## config.mk

```make
export PLATFORM = sky130hd
export DESIGN_NAME = bus_decoder_flat
export DESIGN_NICKNAME = d
export VERILOG_FILES = /design/src/logic/mon_pkg.sv /design/src/logic/ipif_bus_if.sv /design/src/logic/bus_decoder.sv /design/src/flat_wrapper.sv
export SDC_FILE = /design/constraint.sdc
export NUM_CORES = 1
export LEC_CHECK = 0
export BUFFER_PORTS_ARGS = -buffer_cell sky130_fd_sc_hd__buf_4
export CAP_MARGIN = 20
export CELL_PAD_IN_SITES_DETAIL_PLACEMENT = 0
export CELL_PAD_IN_SITES_GLOBAL_PLACEMENT = 1
export CORE_MARGIN = 5
export CORE_UTILIZATION = 18
export CTS_BUF_LIST = sky130_fd_sc_hd__clkbuf_8
export CTS_CLUSTER_SIZE = 20
export DETAILED_ROUTE_END_ITERATION = 12
export GPL_ROUTABILITY_DRIVEN = 0
export PLACE_DENSITY_LB_ADDON = 0.1
export SETUP_SLACK_MARGIN = 0.05
export SYNTH_ARGS = -nofsm -noshare
export SYNTH_HDL_FRONTEND = slang
export SYNTH_SLANG_ARGS = --single-unit
```

## constraint.sdc

```tcl
create_clock -name Bus2IP_Clk -period 0.8 [get_ports Bus2IP_Clk]
set_input_delay 0.08 -clock Bus2IP_Clk [delete_from_list [all_inputs] [get_ports Bus2IP_Clk]]
set_output_delay 0.08 -clock Bus2IP_Clk [all_outputs]
set_load 0.005 [all_outputs]
```

## src/logic/mon_pkg.sv

```systemverilog
// Traffic monitor package with widths, register map, rule columns and protocol numbers
package mon_pkg;

	// Bus words
	localparam int bus_width = 32;
	localparam int addr_width = 32;

	// Header tuple fields
	localparam int ip_width = 32;
	localparam int proto_width = 8;
	localparam int port_width = 16;
	localparam int bytes_width = 16;
	localparam int stamp_width = 64;

	// Rule table columns, value and mask in pairs
	localparam int num_cols = 8;
	localparam int col_sip = 0;
	localparam int col_sip_mask = 1;
	localparam int col_dip = 2;
	localparam int col_dip_mask = 3;
	localparam int col_ports = 4;
	localparam int col_ports_mask = 5;
	localparam int col_proto = 6;
	localparam int col_proto_mask = 7;

	// BAR0 register map
	localparam int reg_rst_stats = 0;
	localparam int reg_freeze = 1;
	localparam int reg_pkt_cnt = 2;
	localparam int reg_bytes_cnt = 3;
	localparam int reg_tcp_cnt = 4;
	localparam int reg_udp_cnt = 5;
	localparam int reg_time_low = 6;
	localparam int reg_time_high = 7;
	localparam int num_regs = 8;
	localparam int num_stats = 6;

	localparam logic [proto_width-1:0] proto_tcp = 8'd6;
	localparam logic [proto_width-1:0] proto_udp = 8'd17;

	// L4 ports word, source port in the upper half
	typedef union packed {
		logic [bus_width-1:0] raw;
		struct packed {
			logic [port_width-1:0] sport;
			logic [port_width-1:0] dport;
		} ports;
	} l4_ports_t;

endpackage

```

## src/logic/ipif_bus_if.sv

```systemverilog
// Internal register bus to one slave, and the matcher to counters hit path
interface ipif_bus_if;
	import mon_pkg::*;

	// Request from the decoder
	logic cs;
	logic rnw;
	logic [addr_width-3:0] word_addr;
	logic [bus_width-1:0] wdata;

	// Response, one cycle after cs
	logic [bus_width-1:0] rdata;
	logic rdack;
	logic wrack;
	logic error;

	modport decoder (output cs, rnw, word_addr, wdata, input rdata, rdack, wrack, error);
	modport slave (input cs, rnw, word_addr, wdata, output rdata, rdack, wrack, error);
endinterface


```

## src/logic/bus_decoder.sv

```systemverilog
// Bus decoder, routes each chip select to its slave and registers the merged response
module bus_decoder (
	input  logic Bus2IP_Clk,
	input  logic rst_n,
	input  logic [mon_pkg::addr_width-1:0] addr,
	input  logic [1:0] cs,
	input  logic rnw,
	input  logic [mon_pkg::bus_width-1:0] wdata,
	output logic [mon_pkg::bus_width-1:0] rdata,
	output logic rdack,
	output logic wrack,
	output logic error,
	ipif_bus_if.decoder bar0,
	ipif_bus_if.decoder bar1
);
	import mon_pkg::*;

	// CS bit 1 is BAR0, bit 0 is BAR1
	assign bar0.cs = cs[1];
	assign bar1.cs = cs[0];

	// Request fields go to both slaves
	assign bar0.rnw = rnw;
	assign bar1.rnw = rnw;
	assign bar0.word_addr = addr[addr_width-1:2];
	assign bar1.word_addr = addr[addr_width-1:2];
	assign bar0.wdata = wdata;
	assign bar1.wdata = wdata;

	always_ff @(posedge Bus2IP_Clk or negedge rst_n) begin
		if (!rst_n) begin
			rdack <= 1'b0;
			wrack <= 1'b0;
			error <= 1'b0;
		end else begin
			rdack <= bar0.rdack | bar1.rdack;
			wrack <= bar0.wrack | bar1.wrack;
			error <= bar0.error | bar1.error;
		end
	end

	// Data of the acking slave, zero when nobody reads
	always_ff @(posedge Bus2IP_Clk) begin
		case ({bar0.rdack, bar1.rdack})
			2'b10: rdata <= bar0.rdata;
			2'b01: rdata <= bar1.rdata;
			default: rdata <= '0;
		endcase
	end

endmodule

```

## src/flat_wrapper.sv

```systemverilog
// flat-port wrapper written by rule: the top's interface ports become plain ports
module bus_decoder_flat import mon_pkg::*;
  (Bus2IP_Clk, rst_n, addr, cs, rnw, wdata, rdata, rdack, wrack, error, bar0_cs, bar0_rnw, bar0_word_addr, bar0_wdata, bar0_rdata, bar0_rdack, bar0_wrack, bar0_error, bar1_cs, bar1_rnw, bar1_word_addr, bar1_wdata, bar1_rdata, bar1_rdack, bar1_wrack, bar1_error);
  ipif_bus_if bar0_i ();
  ipif_bus_if bar1_i ();
  input  logic Bus2IP_Clk;
  input  logic rst_n;
  input  logic [mon_pkg::addr_width-1:0] addr;
  input  logic [1:0] cs;
  input  logic rnw;
  input  logic [mon_pkg::bus_width-1:0] wdata;
  output logic [mon_pkg::bus_width-1:0] rdata;
  output logic rdack;
  output logic wrack;
  output logic error;
  output wire logic [$bits(bar0_i.cs)-1:0] bar0_cs;
  output wire logic [$bits(bar0_i.rnw)-1:0] bar0_rnw;
  output wire logic [$bits(bar0_i.word_addr)-1:0] bar0_word_addr;
  output wire logic [$bits(bar0_i.wdata)-1:0] bar0_wdata;
  input wire logic [$bits(bar0_i.rdata)-1:0] bar0_rdata;
  input wire logic [$bits(bar0_i.rdack)-1:0] bar0_rdack;
  input wire logic [$bits(bar0_i.wrack)-1:0] bar0_wrack;
  input wire logic [$bits(bar0_i.error)-1:0] bar0_error;
  output wire logic [$bits(bar1_i.cs)-1:0] bar1_cs;
  output wire logic [$bits(bar1_i.rnw)-1:0] bar1_rnw;
  output wire logic [$bits(bar1_i.word_addr)-1:0] bar1_word_addr;
  output wire logic [$bits(bar1_i.wdata)-1:0] bar1_wdata;
  input wire logic [$bits(bar1_i.rdata)-1:0] bar1_rdata;
  input wire logic [$bits(bar1_i.rdack)-1:0] bar1_rdack;
  input wire logic [$bits(bar1_i.wrack)-1:0] bar1_wrack;
  input wire logic [$bits(bar1_i.error)-1:0] bar1_error;
  assign bar0_cs = bar0_i.cs;
  assign bar0_rnw = bar0_i.rnw;
  assign bar0_word_addr = bar0_i.word_addr;
  assign bar0_wdata = bar0_i.wdata;
  assign bar0_i.rdata = bar0_rdata;
  assign bar0_i.rdack = bar0_rdack;
  assign bar0_i.wrack = bar0_wrack;
  assign bar0_i.error = bar0_error;
  assign bar1_cs = bar1_i.cs;
  assign bar1_rnw = bar1_i.rnw;
  assign bar1_word_addr = bar1_i.word_addr;
  assign bar1_wdata = bar1_i.wdata;
  assign bar1_i.rdata = bar1_rdata;
  assign bar1_i.rdack = bar1_rdack;
  assign bar1_i.wrack = bar1_wrack;
  assign bar1_i.error = bar1_error;
  bus_decoder u_core (.Bus2IP_Clk(Bus2IP_Clk), .rst_n(rst_n), .addr(addr), .cs(cs), .rnw(rnw), .wdata(wdata), .rdata(rdata), .rdack(rdack), .wrack(wrack), .error(error), .bar0(bar0_i), .bar1(bar1_i));
endmodule
```

# [Yosys cells after proc, flatten, opt, wreduce, memory -nomap -nowiden]
# Cells that the tools add are included.
[word_totals] ff_bits=35 latch_bits=0 ram_bits=0 rom_bits=0 in_bits=139 output_inout_bits=163 mem_count=0
[classes] add_sub_neg=0 multipliers=0 div_mod_pow=0 magnitude_cmp=0 n_eq_ne=2 shifts=0 mux=1 bitwise_logic=3 n_reduce_logical=0
[ops] op="one-hot mux 32 bit (2 select lines)" n=1
[ops] op="OR 1 bit" n=3
[ops] op="equality test 2 x 1 -> 1 bit, second input constant" n=1
[ops] op="equality test 2 bit, second input constant" n=1

# [Depth between registers and ports, before layout]
# Gate-level depths: netlist of the first run.
[depth] ltp_word=2 depth_mapped=5 mapped_depth_nobuf=4

# [Least setup slack after synthesis of the first run]
# Ideal clock, no wire load.
[synth_path] path_type="input to register" from="in bar1_rdack" to="reg u_core.rdata[10] in the netlist's numbering" setup_ns=0.118 arrival_ns=0.721 t_required_ns=0.682 path_slack_ns=-0.039 cell_stages=5 n_path_buf=1 cell_sequence="inv_1 ha_1 buf_6 a22oi_1 nor2b_1"
[synth_between] elab_chain_len=2
[synth_lines] element="from (decl)" line_no="flat_wrapper.sv:29" text="input wire logic [$bits(bar1_i.rdack)-1:0] bar1_rdack;"
[synth_lines] element="equality test 2 x 1 -> 1 bit or equality test 2 bit (tied branches)" line_no="bus_decoder.sv:44" text="case ({bar0.rdack, bar1.rdack})"
[synth_lines] element="one-hot mux 32 bit (2 select lines) (*)" line_no="bus_decoder.sv:44"
[synth_lines] element="to (signal assigned)" line_no="bus_decoder.sv:45" text="2'b10: rdata <= bar0.rdata;"
[synth_lines] element="to (signal assigned)" line_no="bus_decoder.sv:46" text="2'b01: rdata <= bar1.rdata;"
[synth_lines] element="to (decl)" line_no="bus_decoder.sv:9" text="output logic [mon_pkg::bus_width-1:0] rdata,"
# Mark *: on every way between the ends. The rest lies on a longest branch, timed or not.

# [Final worst setup path of the first run]
[layout_path] from="reg u_core.rdack" to="out rdack"
[layout_rtl] element="from (decl)" line_no="bus_decoder.sv:10" text="output logic rdack,"
[layout_rtl] element="from (signal assigned)" line_no="bus_decoder.sv:36" text="rdack <= bar0.rdack | bar1.rdack;"
[layout_rtl] element="to (decl)" line_no="flat_wrapper.sv:13" text="output logic rdack;"
# No word-level cell between the ends.

==> impl_metrics.env, run 1 <==
export IMPL_min_period_ps=858
export IMPL_whs_ps=-24.4
export IMPL_met3_usage_pct=5.76
export IMPL_crit_chain="buf_6"
export IMPL_gr_total_overflow=0
export IMPL_netlist_area_sq_mm=0.00227
export IMPL_core_sq_mm=0.0125
export IMPL_slew_headroom_pct=87.7
export IMPL_final_cells=402
export IMPL_setup_tns_ps=-161
export IMPL_synth_cell_types=11
export IMPL_crit_type="reg2out"
export IMPL_path_max_fanout=1
export IMPL_track_usage_pct=9.49
export IMPL_p_leak_nw=1.14
export IMPL_arrival_ps=780
export IMPL_dpl_cell_count=387
export IMPL_grt_pass1_vias=1492
export IMPL_drt_initial_drc_count=48
export IMPL_ctsHoldBuffers=1
export IMPL_syn_to_final_growth_pct=18.5
export IMPL_h_tree_depth=2
export IMPL_nets=371
export IMPL_cts_made_buffers=5
export IMPL_nFillCells=1424
export IMPL_slew_violations=0
export IMPL_busiest_layer="met2"
export IMPL_cts_num_sinks=35
export IMPL_ir_drop_v=0.000484
export IMPL_post_drt_via_cell_ratio=3.47
export IMPL_drive_gt1_share_pct=68.3
export IMPL_worst_slack_ps=-57.5
export IMPL_hpwl_mm=5.78
export IMPL_dp_slack_ps=-420
export IMPL_p_per_area_mw_per_mm2=1600
export IMPL_drtAntennaViolNets=0
export IMPL_die_area_sq_mm=0.0150
export IMPL_row_count=41
export IMPL_hold_path_class="in2reg"
export IMPL_violations="negative hold slack, negative setup slack"
export IMPL_clk_path_buf_depth=2
export IMPL_use_met2_pct=16.8
export IMPL_endpoint_kind="primary output"
export IMPL_mostFrequentLayoutCell="buf_4"
export IMPL_drc=0
export IMPL_seq_area_frac_synth_pct=31.5
export IMPL_synth_seq_cells=35
export IMPL_wire_per_inst_microns=19.5
export IMPL_numPortBuffers=106
export IMPL_die_w_microns=122
export IMPL_worstSetupStartpointType="register"
export IMPL_routed_wl_mm=7.85
export IMPL_clkTransAtPathRegs_ps=70
export IMPL_path_buf_inv=1
export IMPL_worst_slew_pin_transition_ps=184
export IMPL_synth_nets=386
export IMPL_yosysWarnings=0
export IMPL_finalSetupViolations=3
export IMPL_multiInputGateArea_sq_um=543
export IMPL_antenna_found_initial=0
export IMPL_period_share_pct=107
export IMPL_synth_avg_cell_area_sq_um=9.31
export IMPL_cp_slowest_cell="dfrtp_1"
export IMPL_start_util_pct=18.2
export IMPL_finalPower_mw=4.31
export IMPL_use_met1_pct=8.29
export IMPL_n_antenna_cell=0
export IMPL_crit_required_ps=720
export IMPL_grt_pass1_wl_mm=10.1
export IMPL_regArea_sq_um=749
export IMPL_cap_violations=0
export IMPL_mostFrequentLayoutCells="buf_4, nor2b_1, buf_6"
export IMPL_fp_dieH_microns=122
export IMPL_pin_count=302
export IMPL_fmaxAchievable_mhz=1170
export IMPL_grt_max_degree=33
export IMPL_cts_root_buf="clkbuf_8"
export IMPL_crit_family="flip-flops"
export IMPL_max_stage_delay_ps=380
export IMPL_hold_viol=2
export IMPL_vias=1396
export IMPL_drt_pass1_iter_count=4
export IMPL_outcome="complete, but fails checks"
export IMPL_netlist_instances=244
export IMPL_cts_tree="built"
export IMPL_rsz0062_at_grt="yes"
## cell families after synthesis
kind of cell / count (synthesis) / share of synthesized area [%]
buffers and inverters: 140 / 46.3
adder cells (fa/ha/maj): 3 / 1.65
AND/OR/NAND/NOR: 34 / 9.36
flip-flops: 35 / 31.5
AO/OA/AOI/OAI: 32 / 11.2
## registers in the layout, indices dropped and copies added (netlist names)
register	cells
u_core.error	1
u_core.rdata	32
u_core.rdack	1
u_core.wrack	1
## stage by stage
step | util [%] | instance area (sq um)
5_1_grt | 21.5 | 2690
6_report | 21.5 | 2690
3_3_place_gp | 18.4 | 2300
2_1_floorplan | - | 2300
4_1_cts | 20.6 | 2580
3_5_place_dp | 18.4 | 2300
## report_power, final
group | total (mW) | leakage [nW] | switching, mW | internal, mW
combinational | 0.946 | 0.779 | 0.323 | 0.623
sequential | 1.91 | 0.304 | 0.0429 | 1.86
clock | 1.46 | 0.0557 | 0.683 | 0.775
total | 4.31 | 1.14 | 1.05 | 3.26
## repair_timing
| action | 4_1_cts | 5_1_grt |
|---|---|---|
| pin swaps | 1 | 2 |
| cloned | 0 | 1 |
| buffers inserted | 3 | 2 |
| setup endpoints to repair | 67 | 59 |
| resized for setup | 39 | 23 |
| endpoints found under the hold margin | 5 | 2 |
## area by class of cell
type | instances | share of cell area [%]
Clock buffer | 7 | 3.58
Clock inverter | 1 | 0.139
Inverter | 3 | 0.418
Multi-Input combinational cell | 69 | 20.2
Sequential cell | 35 | 27.8
Tap cell | 172 | 7.99
Timing Repair Buffer | 115 | 39.9
## final timing paths
kind / start / endpoint / cells after the start
setup / recovery: u_core.rdack / rdack / 1
hold / removal: bar0_error / u_core.error / 2
max in group asynchronous: rst_n / u_core.rdack / 2
min in group asynchronous: rst_n / u_core.wrack / 2
## synthesized netlist by cell type
| cell type | instances | area share, % |
|---|---|---|
| inv_1 | 3 | 0.50 |
| a22oi_1 | 29 | 9.6 |
| dfrtp_1 | 3 | 3.3 |
| clkbuf_1 | 3 | 0.50 |
| buf_4 | 128 | 42 |
| buf_6 | 6 | 3.0 |
| a22oi_2 | 3 | 1.7 |
| dfxtp_1 | 32 | 28 |
| ha_1 | 3 | 1.7 |
| or2_2 | 2 | 0.55 |
| nor2b_1 | 32 | 8.8 |
## per-layer routing
layer	share of wire, %	vias to the layer above
met5	0	-
met4	3.4	0
met3	15	21
met2	53	143
met1	29	603
li1	-	629
Power figures use the tool's default switching activity.
==> run 2: changes to the inputs <==
--- a/config.mk
+++ b/config.mk
@@ -15,7 +15,7 @@
 export CTS_CLUSTER_SIZE = 20
 export DETAILED_ROUTE_END_ITERATION = 12
 export GPL_ROUTABILITY_DRIVEN = 0
-export PLACE_DENSITY_LB_ADDON = 0.1
+export PLACE_DENSITY = 0.77
 export SETUP_SLACK_MARGIN = 0.05
 export SYNTH_ARGS = -nofsm -noshare
 export SYNTH_HDL_FRONTEND = slang
==> impl_metrics.env, run 2 (synthesized netlist as in run 1, its figures left out) <==
export IMPL_post_route_util_pct=21.2
export IMPL_crit_type="reg2out"
export IMPL_top_register="u_core.rdata"
export IMPL_grt_pass1_vias=1387
export IMPL_regArea_sq_um=751
export IMPL_antenna_found_initial=0
export IMPL_mostFrequentLayoutCells="buf_4, buf_6, a22oi_1"
export IMPL_vias=1399
export IMPL_finalSetupViolations=4
export IMPL_worstSetupStartpointType="register"
export IMPL_cp_slowest_cell="dfrtp_1"
export IMPL_period_share_pct=107
export IMPL_pin_count=302
export IMPL_rsz0062_at_grt="yes"
export IMPL_start_util_pct=18.2
export IMPL_post_drt_via_cell_ratio=3.51
export IMPL_slew_headroom_pct=84.7
export IMPL_multiInputGateArea_sq_um=548
export IMPL_outcome="complete, but fails checks"
export IMPL_slew_violations=0
export IMPL_die_w_microns=122
export IMPL_hold_viol=2
export IMPL_core_sq_mm=0.0125
export IMPL_max_stage_delay_ps=380
export IMPL_wire_per_inst_microns=19.4
export IMPL_path_buf_inv=1
export IMPL_ir_drop_v=0.000620
export IMPL_fp_dieH_microns=122
export IMPL_clkTransAtPathRegs_ps=60
export IMPL_drive_gt1_share_pct=71.4
export IMPL_numPortBuffers=106
export IMPL_die_area_sq_mm=0.0150
export IMPL_cts_made_buffers=5
export IMPL_p_per_area_mw_per_mm2=1550
export IMPL_clk_path_buf_depth=2
export IMPL_endpoint_kind="primary output"
export IMPL_row_count=41
export IMPL_crit_chain="buf_6"
export IMPL_syn_to_final_growth_pct=16.6
export IMPL_crit_family="flip-flops"
export IMPL_track_usage_pct=9.36
export IMPL_cts_num_sinks=35
export IMPL_final_cells=399
export IMPL_cts_tree="built"
export IMPL_drtAntennaViolNets=0
export IMPL_violations="negative hold slack, negative setup slack"
export IMPL_n_antenna_cell=0
export IMPL_hpwl_mm=6.35
export IMPL_finalPower_mw=4.10
export IMPL_drc=0
export IMPL_largest_register_ffs=32
export IMPL_fmaxAchievable_mhz=1170
export IMPL_drt_pass1_iter_count=4
export IMPL_worst_slack_ps=-55.0
export IMPL_arrival_ps=780
export IMPL_cts_root_buf="clkbuf_8"
export IMPL_cap_violations=0
export IMPL_path_max_fanout=1
export IMPL_grt_pass1_wl_mm=9.90
export IMPL_h_tree_depth=2
export IMPL_worst_slew_pin_transition_ps=230
export IMPL_whs_ps=-3.89
export IMPL_nFillCells=1353
export IMPL_drt_initial_drc_count=46
export IMPL_hold_path_class="in2reg"
export IMPL_min_period_ps=855
export IMPL_ctsHoldBuffers=1
export IMPL_crit_required_ps=720
export IMPL_routed_wl_mm=7.75
export IMPL_nets=369
export IMPL_grt_max_degree=33
export IMPL_mostFrequentLayoutCell="buf_4"
export IMPL_gr_total_overflow=0
export IMPL_dpl_cell_count=387
export IMPL_p_leak_nw=1.12
run 2: where the power goes:
part | leakage (nW) | switching, mW | internal [mW]
clock | 0.0470 | 0.606 | 0.675
sequential | 0.305 | 0.0470 | 1.87
combinational | 0.765 | 0.298 | 0.611
total | 1.12 | 0.952 | 3.15
run 2: cell type report:
cell class	instances	share of cell area [%]
inverter	3	0.425
timing repair buffer	113	39.1
multi-input combinational	69	20.7
clock buffer	6	3.12
tap	172	8.12
sequential	35	28.3
clock inverter	1	0.189
run 2: final timing paths:
path | startpoint | to | slack [ps] | cells after the start
max | u_core.wrack | wrack | -60 | 1
min | bar0_error | u_core.error | -4 | 2
max in group asynchronous | rst_n | u_core.wrack | 570 | 2
min in group asynchronous | rst_n | u_core.rdack | 130 | 2
run 2: metrics by stage:
step	hold slack, ps	setup WS [ps]	area (sq um)	setup TNS, ps
floorplan	-216	-10.2	2300	-168
global placement	-132	-300	2300	-8800
detailed placement	-127	-320	2300	-9570
CTS	-20.0	-84.2	2540	-473
global route	-17.2	-94.0	2650	-891
finish	-3.89	-55.0	2650	-149
run 2: layer usage:
layer	track usage (%)	vias to the layer above	part of all wire [%]
met3	9.12	22	24
li1	-	621	-
met5	0	-	0
met4	4.69	0	2.7
met1	5.95	558	22
met2	16.9	198	51
run 2: timing repair:
action,4_1_cts,5_1_grt
setup endpoints to repair,67,42
resized for setup,28,43
pin swaps,2,0
cloned,0,0
setup buffers,4,0
endpoints found under the hold margin,5,2
==> run 3: changes to the inputs <==
--- a/config.mk
+++ b/config.mk
@@ -5,17 +5,18 @@
 export SDC_FILE = /design/constraint.sdc
 export NUM_CORES = 1
 export LEC_CHECK = 0
+export ABC_AREA = 1
 export BUFFER_PORTS_ARGS = -buffer_cell sky130_fd_sc_hd__buf_4
 export CAP_MARGIN = 20
 export CELL_PAD_IN_SITES_DETAIL_PLACEMENT = 0
 export CELL_PAD_IN_SITES_GLOBAL_PLACEMENT = 1
-export CORE_MARGIN = 5
-export CORE_UTILIZATION = 18
+export CORE_AREA = 5 5 115 117
 export CTS_BUF_LIST = sky130_fd_sc_hd__clkbuf_8
 export CTS_CLUSTER_SIZE = 20
 export DETAILED_ROUTE_END_ITERATION = 12
+export DIE_AREA = 0 0 120 122
 export GPL_ROUTABILITY_DRIVEN = 0
-export PLACE_DENSITY = 0.77
+export PLACE_DENSITY_LB_ADDON = 0.1
 export SETUP_SLACK_MARGIN = 0.05
 export SYNTH_ARGS = -nofsm -noshare
 export SYNTH_HDL_FRONTEND = slang
==> constraint.sdc (replaced) <==
create_clock -name Bus2IP_Clk -period 1.1 [get_ports Bus2IP_Clk]
set_input_delay 0.11 -clock Bus2IP_Clk [delete_from_list [all_inputs] [get_ports Bus2IP_Clk]]
set_output_delay 0.11 -clock Bus2IP_Clk [all_outputs]
set_load 0.005 [all_outputs]
==> impl_metrics.env, run 3 <==
export IMPL_outcome="finished clean"
export IMPL_start_util_pct=18.9
export IMPL_use_met2_pct=15.6
export IMPL_grt_pass1_vias=1604
export IMPL_drtAntennaViolNets=0
export IMPL_die_area_sq_mm=0.0146
export IMPL_met3_usage_pct=5.34
export IMPL_cts_tree="built"
export IMPL_wire_per_inst_microns=17.1
export IMPL_worstSetupStartpointType="primary input"
export IMPL_cts_resized=0
export IMPL_nets=409
export IMPL_synth_edf_count=0
export IMPL_path_max_fanout=1
export IMPL_hpwl_mm=5.83
export IMPL_vias=1489
export IMPL_busiest_layer="met2"
export IMPL_endpoint_kind="register"
export IMPL_clkTransAtPathRegs_ps=80
export IMPL_max_stage_delay_ps=540
export IMPL_dpl_cell_count=405
export IMPL_worst_slew_pin_transition_ps=210
export IMPL_drive_gt1_share_pct=57.5
export IMPL_routed_wl_mm=7.16
export IMPL_yosysTopAreaCellShare_pct=41.8
export IMPL_seq_area_frac_synth_pct=30.9
export IMPL_crit_type="in2reg"
export IMPL_die_w_microns=120
export IMPL_grt_pass1_wl_mm=10.1
export IMPL_whs_ps=67.6
export IMPL_post_drt_via_cell_ratio=3.56
export IMPL_synth_nets=419
export IMPL_antenna_found_initial=0
export IMPL_grt_max_degree=20
export IMPL_numPortBuffers=106
export IMPL_slew_violations=0
export IMPL_synth_cell_types=11
export IMPL_largest_register_ffs=32
export IMPL_min_period_ps=893
export IMPL_hold_path_class="in2reg"
export IMPL_arrival_ps=1060
export IMPL_crit_family="buffers and inverters"
export IMPL_crit_chain="dlygate4sd3_1 -> buf_4 -> or2_2"
export IMPL_syn_to_final_growth_pct=9.67
export IMPL_use_met1_pct=9.47
export IMPL_drt_pass1_iter_count=4
export IMPL_clk_path_buf_depth=2
export IMPL_rsz0062_at_grt="no"
export IMPL_min_to="u_core.rdata[30]"
export IMPL_mostFrequentLayoutCell="buf_4"
export IMPL_hold_viol=0
export IMPL_track_usage_pct=9.31
export IMPL_core_sq_mm=0.0123
export IMPL_fp_dieH_microns=122
export IMPL_finalSetupViolations=0
export IMPL_ir_drop_v=0.000474
export IMPL_cp_slowest_cell="dlygate4sd3_1"
export IMPL_hold_start="bar0_rdata[30]"
export IMPL_placed_cell_area_sq_mm=0.00239
export IMPL_synth_top_area_cell="buf_4"
export IMPL_cap_violations=0
export IMPL_netlist_instances=277
export IMPL_synthArstFlopShare_pct=8.57
export IMPL_final_cells=418
export IMPL_h_tree_depth=2
export IMPL_n_antenna_cell=0
export IMPL_p_leak_nw=1.12
export IMPL_netlist_area_sq_mm=0.00232
export IMPL_synth_avg_cell_area_sq_um=8.37
export IMPL_post_cts_buffers=0
export IMPL_gr_total_overflow=0
export IMPL_row_count=41
export IMPL_final_area_sq_mm=0.00254
export IMPL_setup_tns_ps=0
export IMPL_yosysWarnings=0
export IMPL_p_per_area_mw_per_mm2=1200
export IMPL_cts_made_buffers=5
export IMPL_synth_most_common_cell="buf_4"
export IMPL_synth_area_leaders="buf_4, dfxtp_1, a21oi_2"
export IMPL_fmaxAchievable_mhz=1120
export IMPL_synth_ff_type="dfxtp_1"
export IMPL_synth_seq_cells=35
export IMPL_hold_path_depth=3
export IMPL_drc=0
export IMPL_cts_root_buf="clkbuf_8"
export IMPL_drt_initial_drc_count=32
export IMPL_top_register="u_core.rdata"
export IMPL_crit_required_ps=1270
export IMPL_synth_common_cells="buf_4, nand2_1, dfxtp_1"
export IMPL_slew_headroom_pct=86.0
export IMPL_path_buf_inv=2
export IMPL_pin_count=302
export IMPL_mostFrequentLayoutCells="buf_4, nand2_1, dfxtp_1"
export IMPL_cts_num_sinks=35
export IMPL_period_share_pct=81.1
-- run 3: per-stage QoR --
| step | power (mW) | utilization, % | setup WS [ps] |
|---|---|---|---|
| detailed placement | 2.03 | 19.5 | 56.9 |
| CTS | 3.16 | 20.7 | 188 |
| global route | 3.24 | 20.7 | 173 |
| floorplan | 1.98 | - | 161 |
| global placement | 2.03 | 19.5 | 78.0 |
| finish | 3.05 | 20.7 | 207 |
-- run 3: repair_timing --
action,CTS,global route
endpoints found under the setup margin,0,0
hold endpoints to repair,5,0
hold buffers,5,0
-- run 3: how the worst max path moves through the flow --
stage	from	to	slack, ps	cells past startpoint
floorplan	bar1_rdack	u_core.rdata[28]	160	5
global placement	bar1_rdack	u_core.rdata[21]	80	6
detailed placement	bar0_rdack	u_core.rdata[12]	60	6
CTS	u_core.error	error	190	1
global route	u_core.error	error	170	1
finish	bar1_wrack	u_core.wrack	210	3
-- run 3: cell families after synthesis --
logic type                 synth area share, %
buffers and inverters                     45.0
DFF                                       30.9
and+or+nand+nor                           10.9
AOI/OAI and AO/OA                         11.6
adders and majority gates                 1.62
-- run 3: final cells by class --
type	count	area [sq um]
Timing Repair Buffer	120	963
Fill cell	1349	9720
Tap cell	150	188
Clock buffer	7	96.3
Clock inverter	1	3.75
Sequential cell	35	716
Inverter	4	15.0
Multi-Input combinational cell	101	559
-- run 3: where the power goes --
part | switching (mW) | internal (mW)
logic | 0.259 | 0.373
registers | 0.0190 | 1.34
clock network | 0.491 | 0.563
total | 0.769 | 2.28
-- run 3: metal layers --
layer	vias to the layer above	share of wire (%)
met3	24	13
met1	621	36
li1	702	-
met5	-	0
met2	142	48
met4	0	2.9
